**config.mk**
```make
export PLATFORM = sky130hd
export DESIGN_NAME = mmu_sv32
export DESIGN_NICKNAME = d
export VERILOG_FILES = /design/src/common/mmu_pkg.sv /design/src/dtlb/dtlb.sv /design/src/logic/lsu_translate.sv /design/src/logic/mmu_sv32.sv /design/src/ptw/ptw.sv
export SDC_FILE = /design/constraint.sdc
export NUM_CORES = 1
export LEC_CHECK = 0
export ABC_AREA = 1
export BUFFER_PORTS_ARGS = -buffer_cell sky130_fd_sc_hd__buf_2
export CORE_ASPECT_RATIO = 1.4
export CORE_UTILIZATION = 35
export CTS_CLUSTER_SIZE = 12
export DETAILED_ROUTE_END_ITERATION = 7
export GPL_TIMING_DRIVEN = 0
export SLEW_MARGIN = 20
export SYNTH_ARGS = -nofsm -noshare
export SYNTH_HDL_FRONTEND = slang
export SYNTH_SLANG_ARGS = --single-unit
```
**constraint.sdc**
```tcl
create_clock -name clk_i -period 6.7 [get_ports clk_i]
set_input_delay 1.34 -clock clk_i [delete_from_list [all_inputs] [get_ports clk_i]]
set_output_delay 1.34 -clock clk_i [all_outputs]
set_load 0.03 [all_outputs]
```
**src/common/mmu_pkg.sv**
```systemverilog
`default_nettype none

package mmu_pkg;

    // -------------------------------------------------------------------------
    // address widths
    // -------------------------------------------------------------------------
    parameter int unsigned PAGE_OFFSET_W = 12;
    parameter int unsigned PTE_BYTES     = 4;

    typedef logic [31:0] vaddr_t;
    typedef logic [33:0] paddr_t;
    typedef logic [21:0] ppn_t;
    // vpn[1] in the upper ten bits, vpn[0] in the lower ten
    typedef logic [19:0] vpn_t;

    // trap causes of the load/store side
    parameter logic [31:0] CAUSE_LOAD_PAGE_FAULT  = 32'd13;
    parameter logic [31:0] CAUSE_STORE_PAGE_FAULT = 32'd15;

    // riscv privilege encodings, 2'b10 is reserved
    typedef enum logic [1:0] {
        PRIV_LVL_U = 2'b00,
        PRIV_LVL_S = 2'b01,
        PRIV_LVL_M = 2'b11
    } priv_lvl_t;

    // -------------------------------------------------------------------------
    // page table entry and tlb refill
    // -------------------------------------------------------------------------
    typedef struct packed {
        ppn_t       ppn;
        logic [1:0] rsw;
        logic       d;
        logic       a;
        logic       g;
        logic       u;
        logic       x;
        logic       w;
        logic       r;
        logic       v;
    } pte_t;

    typedef struct packed {
        logic valid;
        logic is_4m;
        vpn_t vpn;
        pte_t pte;
    } tlb_update_t;

    // -------------------------------------------------------------------------
    // load/store side
    // -------------------------------------------------------------------------
    typedef struct packed {
        vaddr_t vaddr;
        logic   is_store;
    } lsu_req_t;

    typedef struct packed {
        logic        valid;
        logic [31:0] cause;
        logic [31:0] tval;
    } exception_t;

    typedef struct packed {
        paddr_t     paddr;
        exception_t exception;
    } lsu_resp_t;

    // -------------------------------------------------------------------------
    // walker handshake and apb page table port
    // -------------------------------------------------------------------------
    typedef struct packed {
        logic   valid;
        vaddr_t vaddr;
    } walk_req_t;

    typedef struct packed {
        logic   active;
        logic   error;
        vaddr_t fault_vaddr;
    } ptw_status_t;

    typedef struct packed {
        logic   psel;
        logic   penable;
        paddr_t paddr;
    } apb_req_t;

    typedef struct packed {
        logic [31:0] prdata;
        logic        pready;
    } apb_resp_t;

endpackage

`default_nettype wire

```
**src/dtlb/dtlb.sv**
```systemverilog
`timescale 1ns/1ps
`default_nettype none

module dtlb #(
    parameter int unsigned TLB_ENTRIES = 4
) (
    input  logic                 clk_i,
    input  logic                 rst_ni,
    input  logic                 flush_i,
    input  mmu_pkg::tlb_update_t update_i,
    input  mmu_pkg::vaddr_t      lu_vaddr_i,
    output logic                 lu_hit_o,
    output mmu_pkg::pte_t        lu_pte_o,
    output logic                 lu_is_4m_o
);

    // index width, kept at one bit for a single entry
    localparam int unsigned IDX_W = (TLB_ENTRIES > 1) ? $clog2(TLB_ENTRIES) : 1;

    logic [TLB_ENTRIES-1:0] valid_q;
    mmu_pkg::vpn_t          tag_q   [TLB_ENTRIES];
    logic                   is_4m_q [TLB_ENTRIES];
    mmu_pkg::pte_t          pte_q   [TLB_ENTRIES];
    logic [IDX_W-1:0]       victim_q;
    logic [IDX_W-1:0]       wr_idx;
    logic                   found_free;
    mmu_pkg::vpn_t          lu_vpn;

    assign lu_vpn = lu_vaddr_i[31:mmu_pkg::PAGE_OFFSET_W];

    // -------------------------------------------------------------------------
    // lookup
    // -------------------------------------------------------------------------
    // fully associative compare over all entries
    // megapage entries ignore vpn[0]
    always_comb begin
        lu_hit_o   = 1'b0;
        lu_pte_o   = '0;
        lu_is_4m_o = 1'b0;
        for (int i = 0; i < TLB_ENTRIES; i++) begin
            if (valid_q[i] && (tag_q[i][19:10] == lu_vpn[19:10]) &&
                (is_4m_q[i] || (tag_q[i][9:0] == lu_vpn[9:0]))) begin
                lu_hit_o   = 1'b1;
                lu_pte_o   = pte_q[i];
                lu_is_4m_o = is_4m_q[i];
            end
        end
    end

    // -------------------------------------------------------------------------
    // refill slot selection
    // -------------------------------------------------------------------------
    // lowest invalid entry wins, otherwise the round-robin victim
    always_comb begin
        found_free = 1'b0;
        wr_idx     = victim_q;
        for (int i = TLB_ENTRIES - 1; i >= 0; i--) begin
            if (!valid_q[i]) begin
                found_free = 1'b1;
                wr_idx     = IDX_W'(i);
            end
        end
    end

    // valid bits and victim pointer
    always_ff @(posedge clk_i or negedge rst_ni) begin
        if (!rst_ni) begin
            valid_q  <= '0;
            victim_q <= '0;
        end else if (flush_i) begin
            // global flush drops every mapping
            valid_q <= '0;
        end else if (update_i.valid) begin
            valid_q[wr_idx] <= 1'b1;
            // pointer only advances when an entry was evicted
            if (!found_free) begin
                if (victim_q == IDX_W'(TLB_ENTRIES - 1)) begin
                    victim_q <= '0;
                end else begin
                    victim_q <= victim_q + IDX_W'(1);
                end
            end
        end
    end

    // tag and pte storage
    always_ff @(posedge clk_i) begin
        if (update_i.valid) begin
            tag_q[wr_idx]   <= update_i.vpn;
            is_4m_q[wr_idx] <= update_i.is_4m;
            pte_q[wr_idx]   <= update_i.pte;
        end
    end

endmodule

`default_nettype wire

```
**src/logic/lsu_translate.sv**
```systemverilog
`timescale 1ns/1ps
`default_nettype none

module lsu_translate (
    input  logic                 clk_i,
    input  logic                 rst_ni,
    input  logic                 en_translation_i,
    input  logic                 lsu_req_i,
    input  mmu_pkg::lsu_req_t    lsu_req_data_i,
    input  mmu_pkg::priv_lvl_t   priv_lvl_i,
    input  logic                 sum_i,
    input  logic                 mxr_i,
    input  logic                 lu_hit_i,
    input  mmu_pkg::pte_t        lu_pte_i,
    input  logic                 lu_is_4m_i,
    input  mmu_pkg::ptw_status_t walk_status_i,
    output mmu_pkg::vaddr_t      lu_vaddr_o,
    output mmu_pkg::walk_req_t   walk_req_o,
    output logic                 lsu_valid_o,
    output mmu_pkg::lsu_resp_t   lsu_resp_o,
    output logic                 lsu_dtlb_hit_o,
    output logic                 dtlb_miss_o
);

    logic            req_q;
    logic            hit_q;
    mmu_pkg::vaddr_t vaddr_q;
    logic            is_store_q;
    mmu_pkg::pte_t   pte_q;
    logic            is_4m_q;
    logic            priv_err;
    logic            perm_fault;
    logic [31:0]     fault_cause;

    // -------------------------------------------------------------------------
    // cycle 0: lookup and walk request
    // -------------------------------------------------------------------------
    assign lu_vaddr_o = lsu_req_data_i.vaddr;

    // pass-through counts as a hit
    assign lsu_dtlb_hit_o = lsu_req_i && (lu_hit_i || !en_translation_i);

    // no new walk once the response is out
    assign walk_req_o.valid = lsu_req_i && en_translation_i && !lu_hit_i && !lsu_valid_o;
    assign walk_req_o.vaddr = lsu_req_data_i.vaddr;

    // counted once per walk, while the walker is still idle
    assign dtlb_miss_o = walk_req_o.valid && !walk_status_i.active;

    // stage the request, a held request is not seen again after valid
    always_ff @(posedge clk_i or negedge rst_ni) begin
        if (!rst_ni) begin
            req_q <= 1'b0;
            hit_q <= 1'b0;
        end else begin
            req_q <= lsu_req_i && !lsu_valid_o;
            hit_q <= lu_hit_i;
        end
    end

    always_ff @(posedge clk_i) begin
        vaddr_q    <= lsu_req_data_i.vaddr;
        is_store_q <= lsu_req_data_i.is_store;
        pte_q      <= lu_pte_i;
        is_4m_q    <= lu_is_4m_i;
    end

    // -------------------------------------------------------------------------
    // cycle 1: permission checks
    // -------------------------------------------------------------------------
    // user page from s mode needs sum, u mode needs a user page
    assign priv_err = ((priv_lvl_i == mmu_pkg::PRIV_LVL_S) && !sum_i && pte_q.u) ||
                      ((priv_lvl_i == mmu_pkg::PRIV_LVL_U) && !pte_q.u);

    // store needs w and d, load needs r or x with mxr
    assign perm_fault = is_store_q ? (priv_err || !pte_q.w || !pte_q.d)
                                   : (priv_err || !(pte_q.r || (mxr_i && pte_q.x)));

    assign fault_cause = is_store_q ? mmu_pkg::CAUSE_STORE_PAGE_FAULT
                                    : mmu_pkg::CAUSE_LOAD_PAGE_FAULT;

    always_comb begin
        lsu_valid_o          = 1'b0;
        lsu_resp_o.exception = '0;
        if (!en_translation_i) begin
            // bare mode, zero extended
            lsu_resp_o.paddr = mmu_pkg::paddr_t'(vaddr_q);
            lsu_valid_o      = req_q;
        end else begin
            if (is_4m_q) begin
                lsu_resp_o.paddr = {pte_q.ppn[21:10], vaddr_q[21:0]};
            end else begin
                lsu_resp_o.paddr = {pte_q.ppn, vaddr_q[mmu_pkg::PAGE_OFFSET_W-1:0]};
            end
            if (req_q && hit_q) begin
                lsu_valid_o = 1'b1;
                if (perm_fault) begin
                    lsu_resp_o.exception.valid = 1'b1;
                    lsu_resp_o.exception.cause = fault_cause;
                    lsu_resp_o.exception.tval  = vaddr_q;
                end
            end else if (req_q && walk_status_i.error) begin
                // walker fault answered in its own cycle
                lsu_valid_o                = 1'b1;
                lsu_resp_o.exception.valid = 1'b1;
                lsu_resp_o.exception.cause = fault_cause;
                lsu_resp_o.exception.tval  = walk_status_i.fault_vaddr;
            end
        end
    end

endmodule

`default_nettype wire

```
**src/logic/mmu_sv32.sv**
```systemverilog
`timescale 1ns/1ps
`default_nettype none

module mmu_sv32 #(
    parameter int unsigned TLB_ENTRIES = 4
) (
    input  logic                clk_i,
    input  logic                rst_ni,
    input  logic                en_translation_i,
    input  logic                flush_tlb_i,
    input  logic                lsu_req_i,
    input  mmu_pkg::lsu_req_t   lsu_req_data_i,
    input  mmu_pkg::priv_lvl_t  priv_lvl_i,
    input  logic                sum_i,
    input  logic                mxr_i,
    input  mmu_pkg::ppn_t       satp_ppn_i,
    input  mmu_pkg::apb_resp_t  apb_resp_i,
    output logic                lsu_valid_o,
    output mmu_pkg::lsu_resp_t  lsu_resp_o,
    output logic                lsu_dtlb_hit_o,
    output logic                dtlb_miss_o,
    output mmu_pkg::apb_req_t   apb_req_o
);

    // lookup path between check stage and tlb
    mmu_pkg::vaddr_t      lu_vaddr;
    logic                 lu_hit;
    mmu_pkg::pte_t        lu_pte;
    logic                 lu_is_4m;
    // miss handling
    mmu_pkg::walk_req_t   walk_req;
    mmu_pkg::ptw_status_t walk_status;
    mmu_pkg::tlb_update_t tlb_update;

    dtlb #(
        .TLB_ENTRIES(TLB_ENTRIES)
    ) u_dtlb (
        .clk_i      (clk_i),
        .rst_ni     (rst_ni),
        .flush_i    (flush_tlb_i),
        .update_i   (tlb_update),
        .lu_vaddr_i (lu_vaddr),
        .lu_hit_o   (lu_hit),
        .lu_pte_o   (lu_pte),
        .lu_is_4m_o (lu_is_4m)
    );

    ptw u_ptw (
        .clk_i         (clk_i),
        .rst_ni        (rst_ni),
        .walk_req_i    (walk_req),
        .satp_ppn_i    (satp_ppn_i),
        .apb_resp_i    (apb_resp_i),
        .walk_status_o (walk_status),
        .tlb_update_o  (tlb_update),
        .apb_req_o     (apb_req_o)
    );

    lsu_translate u_lsu_translate (
        .clk_i            (clk_i),
        .rst_ni           (rst_ni),
        .en_translation_i (en_translation_i),
        .lsu_req_i        (lsu_req_i),
        .lsu_req_data_i   (lsu_req_data_i),
        .priv_lvl_i       (priv_lvl_i),
        .sum_i            (sum_i),
        .mxr_i            (mxr_i),
        .lu_hit_i         (lu_hit),
        .lu_pte_i         (lu_pte),
        .lu_is_4m_i       (lu_is_4m),
        .walk_status_i    (walk_status),
        .lu_vaddr_o       (lu_vaddr),
        .walk_req_o       (walk_req),
        .lsu_valid_o      (lsu_valid_o),
        .lsu_resp_o       (lsu_resp_o),
        .lsu_dtlb_hit_o   (lsu_dtlb_hit_o),
        .dtlb_miss_o      (dtlb_miss_o)
    );

endmodule

`default_nettype wire

```
**src/ptw/ptw.sv**
```systemverilog
`timescale 1ns/1ps
`default_nettype none

module ptw (
    input  logic                 clk_i,
    input  logic                 rst_ni,
    input  mmu_pkg::walk_req_t   walk_req_i,
    input  mmu_pkg::ppn_t        satp_ppn_i,
    input  mmu_pkg::apb_resp_t   apb_resp_i,
    output mmu_pkg::ptw_status_t walk_status_o,
    output mmu_pkg::tlb_update_t tlb_update_o,
    output mmu_pkg::apb_req_t    apb_req_o
);

    typedef enum logic [1:0] {
        PTW_IDLE,
        PTW_LVL1,
        PTW_LVL0,
        PTW_ERROR
    } ptw_state_t;

    ptw_state_t       state_q;
    ptw_state_t       state_d;
    logic             penable_q;
    logic             penable_d;
    mmu_pkg::paddr_t  paddr_q;
    mmu_pkg::paddr_t  paddr_d;
    mmu_pkg::vaddr_t  vaddr_q;
    mmu_pkg::pte_t    pte;
    logic             is_leaf;
    logic             pte_bad;
    logic             sp_misaligned;

    // pte address: table base plus index scaled by the pte size
    function automatic mmu_pkg::paddr_t pte_addr(input mmu_pkg::ppn_t base,
                                                 input logic [9:0] idx);
        mmu_pkg::paddr_t offs;
        offs = mmu_pkg::paddr_t'(idx) * mmu_pkg::paddr_t'(mmu_pkg::PTE_BYTES);
        return (mmu_pkg::paddr_t'(base) << mmu_pkg::PAGE_OFFSET_W) + offs;
    endfunction

    // -------------------------------------------------------------------------
    // pte decode
    // -------------------------------------------------------------------------
    assign pte     = mmu_pkg::pte_t'(apb_resp_i.prdata);
    assign is_leaf = pte.r || pte.x;
    // w without r is reserved, accessed bit only matters on a leaf
    assign pte_bad = !pte.v || (pte.w && !pte.r) || (is_leaf && !pte.a);
    // a megapage must sit on a 4 MiB boundary
    assign sp_misaligned = (state_q == PTW_LVL1) && is_leaf && (pte.ppn[9:0] != '0);

    // -------------------------------------------------------------------------
    // walk fsm
    // -------------------------------------------------------------------------
    always_comb begin
        state_d            = state_q;
        penable_d          = penable_q;
        paddr_d            = paddr_q;
        tlb_update_o       = '0;
        tlb_update_o.vpn   = vaddr_q[31:mmu_pkg::PAGE_OFFSET_W];
        tlb_update_o.pte   = pte;
        tlb_update_o.is_4m = (state_q == PTW_LVL1);
        case (state_q)
            PTW_IDLE: begin
                if (walk_req_i.valid) begin
                    state_d = PTW_LVL1;
                    paddr_d = pte_addr(satp_ppn_i, walk_req_i.vaddr[31:22]);
                end
            end
            PTW_LVL1,
            PTW_LVL0: begin
                if (!penable_q) begin
                    // setup phase done, move to access
                    penable_d = 1'b1;
                end else if (apb_resp_i.pready) begin
                    penable_d = 1'b0;
                    if (pte_bad || sp_misaligned) begin
                        state_d = PTW_ERROR;
                    end else if (is_leaf) begin
                        // refill lands in the tlb at this edge
                        state_d            = PTW_IDLE;
                        tlb_update_o.valid = 1'b1;
                    end else if (state_q == PTW_LVL1) begin
                        // pointer to the second level table
                        state_d = PTW_LVL0;
                        paddr_d = pte_addr(pte.ppn, vaddr_q[21:12]);
                    end else begin
                        // no third level in sv32
                        state_d = PTW_ERROR;
                    end
                end
            end
            PTW_ERROR: begin
                state_d = PTW_IDLE;
            end
            default: begin
                state_d = PTW_IDLE;
            end
        endcase
    end

    always_ff @(posedge clk_i or negedge rst_ni) begin
        if (!rst_ni) begin
            state_q   <= PTW_IDLE;
            penable_q <= 1'b0;
        end else begin
            state_q   <= state_d;
            penable_q <= penable_d;
        end
    end

    // walk address and pte pointer
    always_ff @(posedge clk_i) begin
        if ((state_q == PTW_IDLE) && walk_req_i.valid) begin
            vaddr_q <= walk_req_i.vaddr;
        end
        paddr_q <= paddr_d;
    end

    // -------------------------------------------------------------------------
    // outputs
    // -------------------------------------------------------------------------
    assign apb_req_o.psel    = (state_q == PTW_LVL1) || (state_q == PTW_LVL0);
    assign apb_req_o.penable = penable_q;
    assign apb_req_o.paddr   = paddr_q;

    // error state lasts one cycle and is the fault pulse
    assign walk_status_o.active      = (state_q != PTW_IDLE);
    assign walk_status_o.error       = (state_q == PTW_ERROR);
    assign walk_status_o.fault_vaddr = vaddr_q;

endmodule

`default_nettype wire

```
==> impl_metrics.toml, run 1 <==
[status]
status = "completed"

[setup_path]
path_max_fanout = 13
worstSetupPathType = "in2out"
cpPeakStageDelay_ns = 0.50
critPathCaptureType = "output port"
crit_path_start_kind = "input port"
critPathSlowestCell = "clkinv_1"
worstPathCellList = "buf_2, a21oi_1, o21ai_0, o211ai_1, nand2_1, clkinv_1, clkbuf_1, o211ai_1, inv_1, buf_2"
cp_data_required_time_ns = 5.36
worstPathArrival_ns = 3.73

[synthesis]
ys_warn_count = 0
synth-edff-count = 256
ys_seq_area_frac = 0.655
yosysUniqueCellTypes = 45
synthCells = 1259
syn_avg_cell_area_um2 = 11.1
ys_ff_latch = 328
netlist_area_mm2 = 0.0140
synth_flop_cell = "edfxtp_1"
async_flop_share = 0.0335

[pwr]
power_mw = 5.15
p_seq_frac = 0.464
switching_share = 0.268
ir_drop_mv = 0.275
clock_power_share = 0.376
p_sw_mw = 1.38
p_int_mw = 3.77
combinationalPowerShare = 0.160
p_per_area_mw_per_mm2 = 297
leakage_nw = 7.37

[sta]
rsz0062_at_grt = "false"
worst_pin_slew_ns = 0.860
layout_min_cycle_time_ns = 5.07
fin_tns_setup_ns = 0
slew_violations = 0
fmax_mhz = 197
setup_viol = 0
finClkSkew_ns = 0.0218
slew-limit-headroom = 0.426
period_share = 0.757
finalHoldViolations = 0

[detailed_routing]
vias = 9584
wl_met1_um = 13800
drc = 0
highest_layer = "met4"
drt_wl_total_um = 37200
drt-vias-per-instance = 4.56
wl_met3_um = 2150
wl_per_cell_um = 17.7
drt_iter0_markers = 643
dr.pass1.iters = 6
wl_met2_um = 19600
antenna_left = 0

[die]
start_util = 0.355
core_mm2 = 0.0395
std_cell_rows = 86
die-area_mm2 = 0.0409
die_x_um = 171
pin_count = 235
die_y_um = 239

[placed_design]
io_buffers = 200
gp_congestion = 0.893
dp_hpwl_um = 28000

[cts]
holdBufCountCts = 0
cts_root_buf = "clkbuf_16"
numCtsBuffers = 36
cts_max_level = 2
clk_path_buf_depth = 3
cts_sinks = 328
clk_latency_ns = 0.53
path_clk_slew_ns = 0.06
post_cts.repair.setup_buffers = 0
cts_tree = "yes"
post_cts_resize_count = 0

[layout]
syn_to_final_growth_pct = 23.4
drive_gt1_frac = 0.287
fin_util = 0.438
antenna_cells = 0
multiInputGateArea_mm2 = 0.00389
seq_area_mm2 = 0.00918
mostFrequentLayoutCells = "nand2_1, edfxtp_1, buf_2"
nets = 1649
fill_cells = 3704
layout_commonest_cell = "nand2_1"

[worst_hold_path]
worstHoldPathType = "reg2reg"

[global_route]
overflow = 0
grt_max_degree = 22
antenna_found_initial = 0
grt_pass1_vias = 9547
grt_pass1_wl_um = 54800
grt_usage = 0.183

[run]
maxCapViolCount = 0
==> Yosys cell counts, types with 10 or more instances <==
cell type  count  area share
edfxtp_1     256        0.55
a21oi_2       20       0.012
buf_4         47       0.025
dfrtp_1       11       0.020
nand3_1       50       0.018
dfxtp_1       61       0.087
nor3_1        10      0.0036
or2_0         16      0.0071
mux2_2        32       0.026
o21ai_0       38       0.014
or2_2         23       0.010
a21oi_1       19      0.0068
nand2_1      276       0.074
nor2_1       101       0.027
xnor2_1       29       0.018
o211ai_1      22       0.012
nand2_2       12      0.0054
inv_1        132       0.035
clkbuf_1      14      0.0037
==> sequential cells by signal, indices dropped and copies added (netlist names), 2 cells and up <==
| signal | flops |
|---|---|
| u_dtlb.is_4m_q | 4 |
| u_dtlb.pte_q | 108 |
| u_dtlb.tag_q | 80 |
| u_dtlb.valid_q | 4 |
| u_dtlb.victim_q | 2 |
| u_lsu_translate.pte_q | 27 |
| u_lsu_translate.vaddr_q | 32 |
| u_ptw.paddr_q | 32 |
| u_ptw.state_q | 2 |
| u_ptw.vaddr_q | 32 |
==> power groups by stage <==
stage                     clock [mW]  combinational (mW)  sequential [mW]
final                           1.94               0.825             2.39
after global routing            2.05               0.894             2.40
after CTS                       1.97               0.837             2.39
after detailed placement           0               0.835             2.43
after global placement             0               0.781             2.44
after floorplan                    0               0.426             2.51
==> cells by family (layout without fill, tap and decap cells) <==
group           count (synthesis)  in the layout  share of synthesized area
simple gates                  518            518                      0.161
flops                         328            328                      0.655
buf+inv                       225            511                     0.0787
compound gates                113            113                     0.0524
xor+xnor                       38             38                     0.0237
mux                            32             32                     0.0257
fa+ha+maj                       4              4                    0.00357
other cells                     1             30                   0.000267
==> critical path, delay by kind of cell <==
kind                   cells  cell delay (ns)
AO/OA/AOI/OAI              4             0.74
buffers and inverters      5             1.29
AND/OR/NAND/NOR            1             0.36
==> per-layer routing <==
metal	vias up	track usage
met4	0	0.0860
met2	345	0.340
met5	-	0
met3	88	0.0343
li1	4684	-
met1	4467	0.197
==> area by class of cell <==
cell class | count | area share
timing repair buffer | 222 | 0.0765
clock inverter | 9 | 0.00636
clock buffer | 55 | 0.0602
sequential | 328 | 0.530
buffer | 82 | 0.0323
multi-input combinational | 735 | 0.225
inverter | 143 | 0.0314
tap | 528 | 0.0382
==> through the flow <==
step / cells / instance area (um^2) / hold slack [ns] / setup slack, ns
floorplan: 1288 / 14100 / 0.419 / 0.532
CTS: 2102 / 17300 / 0.467 / 1.46
finish: 2102 / 17300 / 0.470 / 1.63
global route: 2102 / 17300 / 0.506 / 1.35
detailed placement: 2038 / 16200 / 0.452 / 1.48
global placement: 2016 / 15800 / 0.455 / -3.12
==> path summary, 6_finish.rpt <==
kind,start,to,slack (ns),depth (start not counted)
worst max-delay path,mxr_i,lsu_resp_o[20],1.63,10
min in group asynchronous,rst_ni,u_lsu_translate.hit_q,0.68,1
worst min register to register,u_dtlb.pte_q[3][30],u_lsu_translate.pte_q[30],0.47,2
worst min-delay path,u_dtlb.pte_q[3][30],u_lsu_translate.pte_q[30],0.47,2
max in group asynchronous,rst_ni,u_dtlb.valid_q[0],5.81,1
worst max register to register,u_ptw.state_q[0],u_dtlb.pte_q[1][14],3.48,11
Power figures use the tool's default switching activity.
==> run 2: changes to the inputs <==
==> constraint.sdc (replaced) <==
create_clock -name clk_i -period 4.65 [get_ports clk_i]
set_input_delay 0.93 -clock clk_i [delete_from_list [all_inputs] [get_ports clk_i]]
set_output_delay 0.93 -clock clk_i [all_outputs]
set_load 0.03 [all_outputs]
==> run 2 against run 1 <==
Against the previous run:
- combinational power is 42% higher
- sequential share of layout area is 0.42 points higher
- flip-flop and latch count stayed put
- clock skew is 0.0049 ns lower
- critical path depth is 3 higher
- critical endpoint is now dtlb_miss_o
- largest power group unchanged
- highest routed layer unchanged
==> impl_metrics.toml, run 2 (synthesized netlist as in run 1, its figures left out) <==
[sta]
fin_tns_setup_ns = 0
holdWs_ns = 0.282
slew_violations = 0
finalHoldViolations = 0
period_share = 0.896
layout_min_cycle_time_ns = 4.17
slew-limit-headroom = 0.400
worst_pin_slew_ns = 0.900
rsz0062_at_grt = "false"
fmax_mhz = 240
setup_viol = 0
finClkSkew_ns = 0.0170

[layout]
reg_top3 = "u_dtlb.pte_q: 108 flops, u_dtlb.tag_q: 80 flops"
seq_area_mm2 = 0.00918
largest_reg_flops = 108
finalNonFillerCells = 2091
fin_util = 0.435
layout_commonest_cell = "nand2_1"
mostFrequentLayoutCells = "nand2_1, edfxtp_1, buf_2"
syn_to_final_growth_pct = 22.5
nets = 1640
largest-register = "u_dtlb.pte_q"
antenna_cells = 0
drive_gt1_frac = 0.281
multiInputGateArea_mm2 = 0.00390
fill_cells = 3737

[pwr]
p_seq_frac = 0.481
combinationalPowerShare = 0.163
clock_power_share = 0.356
leakage_nw = 7.26
ir_drop_mv = 0.353
p_per_area_mw_per_mm2 = 416
switching_share = 0.272
p_int_mw = 5.21
p_sw_mw = 1.94

[cts]
numCtsBuffers = 35
cts_tree = "yes"
cts_root_buf = "clkbuf_16"
cts_sinks = 328
path_clk_slew_ns = 0.06
clk_path_buf_depth = 3
cts_max_level = 2
clk_latency_ns = 0.53

[setup_path]
cpPeakStageDelay_ns = 0.63
path_buf_inv = 3
path_max_fanout = 19
worstSetupPathType = "in2out"
worstPathArrival_ns = 3.24
cp_data_required_time_ns = 3.72
worstPathCellList = "buf_2, inv_2, or2_2, nand3_1, nor2_1, nand2_1, nor2_1, nand2_1, nand2_1, nor2_1, nand3_1, nor2_4, buf_2"
crit_path_start_kind = "input port"
critPathCaptureType = "output port"
critPathSlowestCell = "nor2_4"
cp.depth = 13
cp_top_family = "simple AND/OR/NAND/NOR gates"
reg2reg_depth = 8

[die]
std_cell_rows = 86
die-area_mm2 = 0.0409
core_mm2 = 0.0395
die_y_um = 239
die_x_um = 171
pin_count = 235
start_util = 0.355

[detailed_routing]
vias = 9541
antenna_left = 0
dr.pass1.iters = 5
drt-vias-per-instance = 4.56
drc = 0
wl_per_cell_um = 17.6
drt_wl_total_um = 36800
drt_iter0_markers = 626

[global_route]
grt_usage = 0.184
grt_pass1_wl_um = 54800
antenna_found_initial = 0
overflow = 0
grt_pass1_vias = 9494
grt_max_degree = 23

[placed_design]
io_buffers = 200
dp_hpwl_um = 27800
placed_cells = 2031
gp_congestion = 0.888

[run]
maxCapViolCount = 0

[worst_hold_path]
worstHoldPathType = "in2async"

[status]
status = "completed"
[run 2: what timing repair did]
| item | in CTS | in global routing |
|---|---|---|
| hold buffers | 0 | 0 |
| endpoints found under the setup margin | 0 | 2 |
| resized for setup | 0 | 1 |
| buffers inserted | 0 | 0 |
[run 2: power by group through the flow]
stage               registers, mW  logic [mW]  clock network [mW]
detailed placement           3.50        1.18                   0
global placement             3.51        1.13                   0
CTS                          3.44        1.19                2.61
floorplan                    3.62       0.615                   0
global route                 3.45        1.26                2.71
finish                       3.44        1.17                2.55
[run 2: final timing paths]
kind,start,to,slack [ns]
setup / recovery,lsu_req_data_i[23],dtlb_miss_o,0.48
hold / removal,rst_ni,u_dtlb.victim_q[0],0.28
setup reg to reg,u_ptw.state_q[0],u_dtlb.pte_q[1][15],1.90
hold reg to reg,u_dtlb.pte_q[3][30],u_lsu_translate.pte_q[30],0.46
max in group asynchronous,rst_ni,u_dtlb.valid_q[0],4.14
min in group clk_i,u_dtlb.pte_q[3][30],u_lsu_translate.pte_q[30],0.46
[run 2: cell type report]
cell class,instances,area share
clock buffers,55,0.0571
well taps,528,0.0385
inverters,143,0.0319
clock inverters,6,0.00240
flip-flops and latches,328,0.535
repair buffers,215,0.0761
plain buffers,81,0.0323
multi-input cells,735,0.227
[run 2: per-stage QoR]
stage | instance area (um^2) | power (mW) | setup slack, ns
after floorplan | 14100 | 4.23 | 0.0994
after global placement | 15800 | 4.63 | -2.11
after detailed placement | 16200 | 4.68 | 0.265
after CTS | 17200 | 7.24 | 0.132
after global routing | 17200 | 7.43 | 0.308
final | 17200 | 7.15 | 0.484
[run 2: metal layers]
layer	GRT usage	vias up	share of wire
met4	0.0825	0	0.041
met2	0.343	308	0.53
met3	0.0303	82	0.051
met1	0.201	4483	0.38
met5	0	-	0
li1	-	4668	-
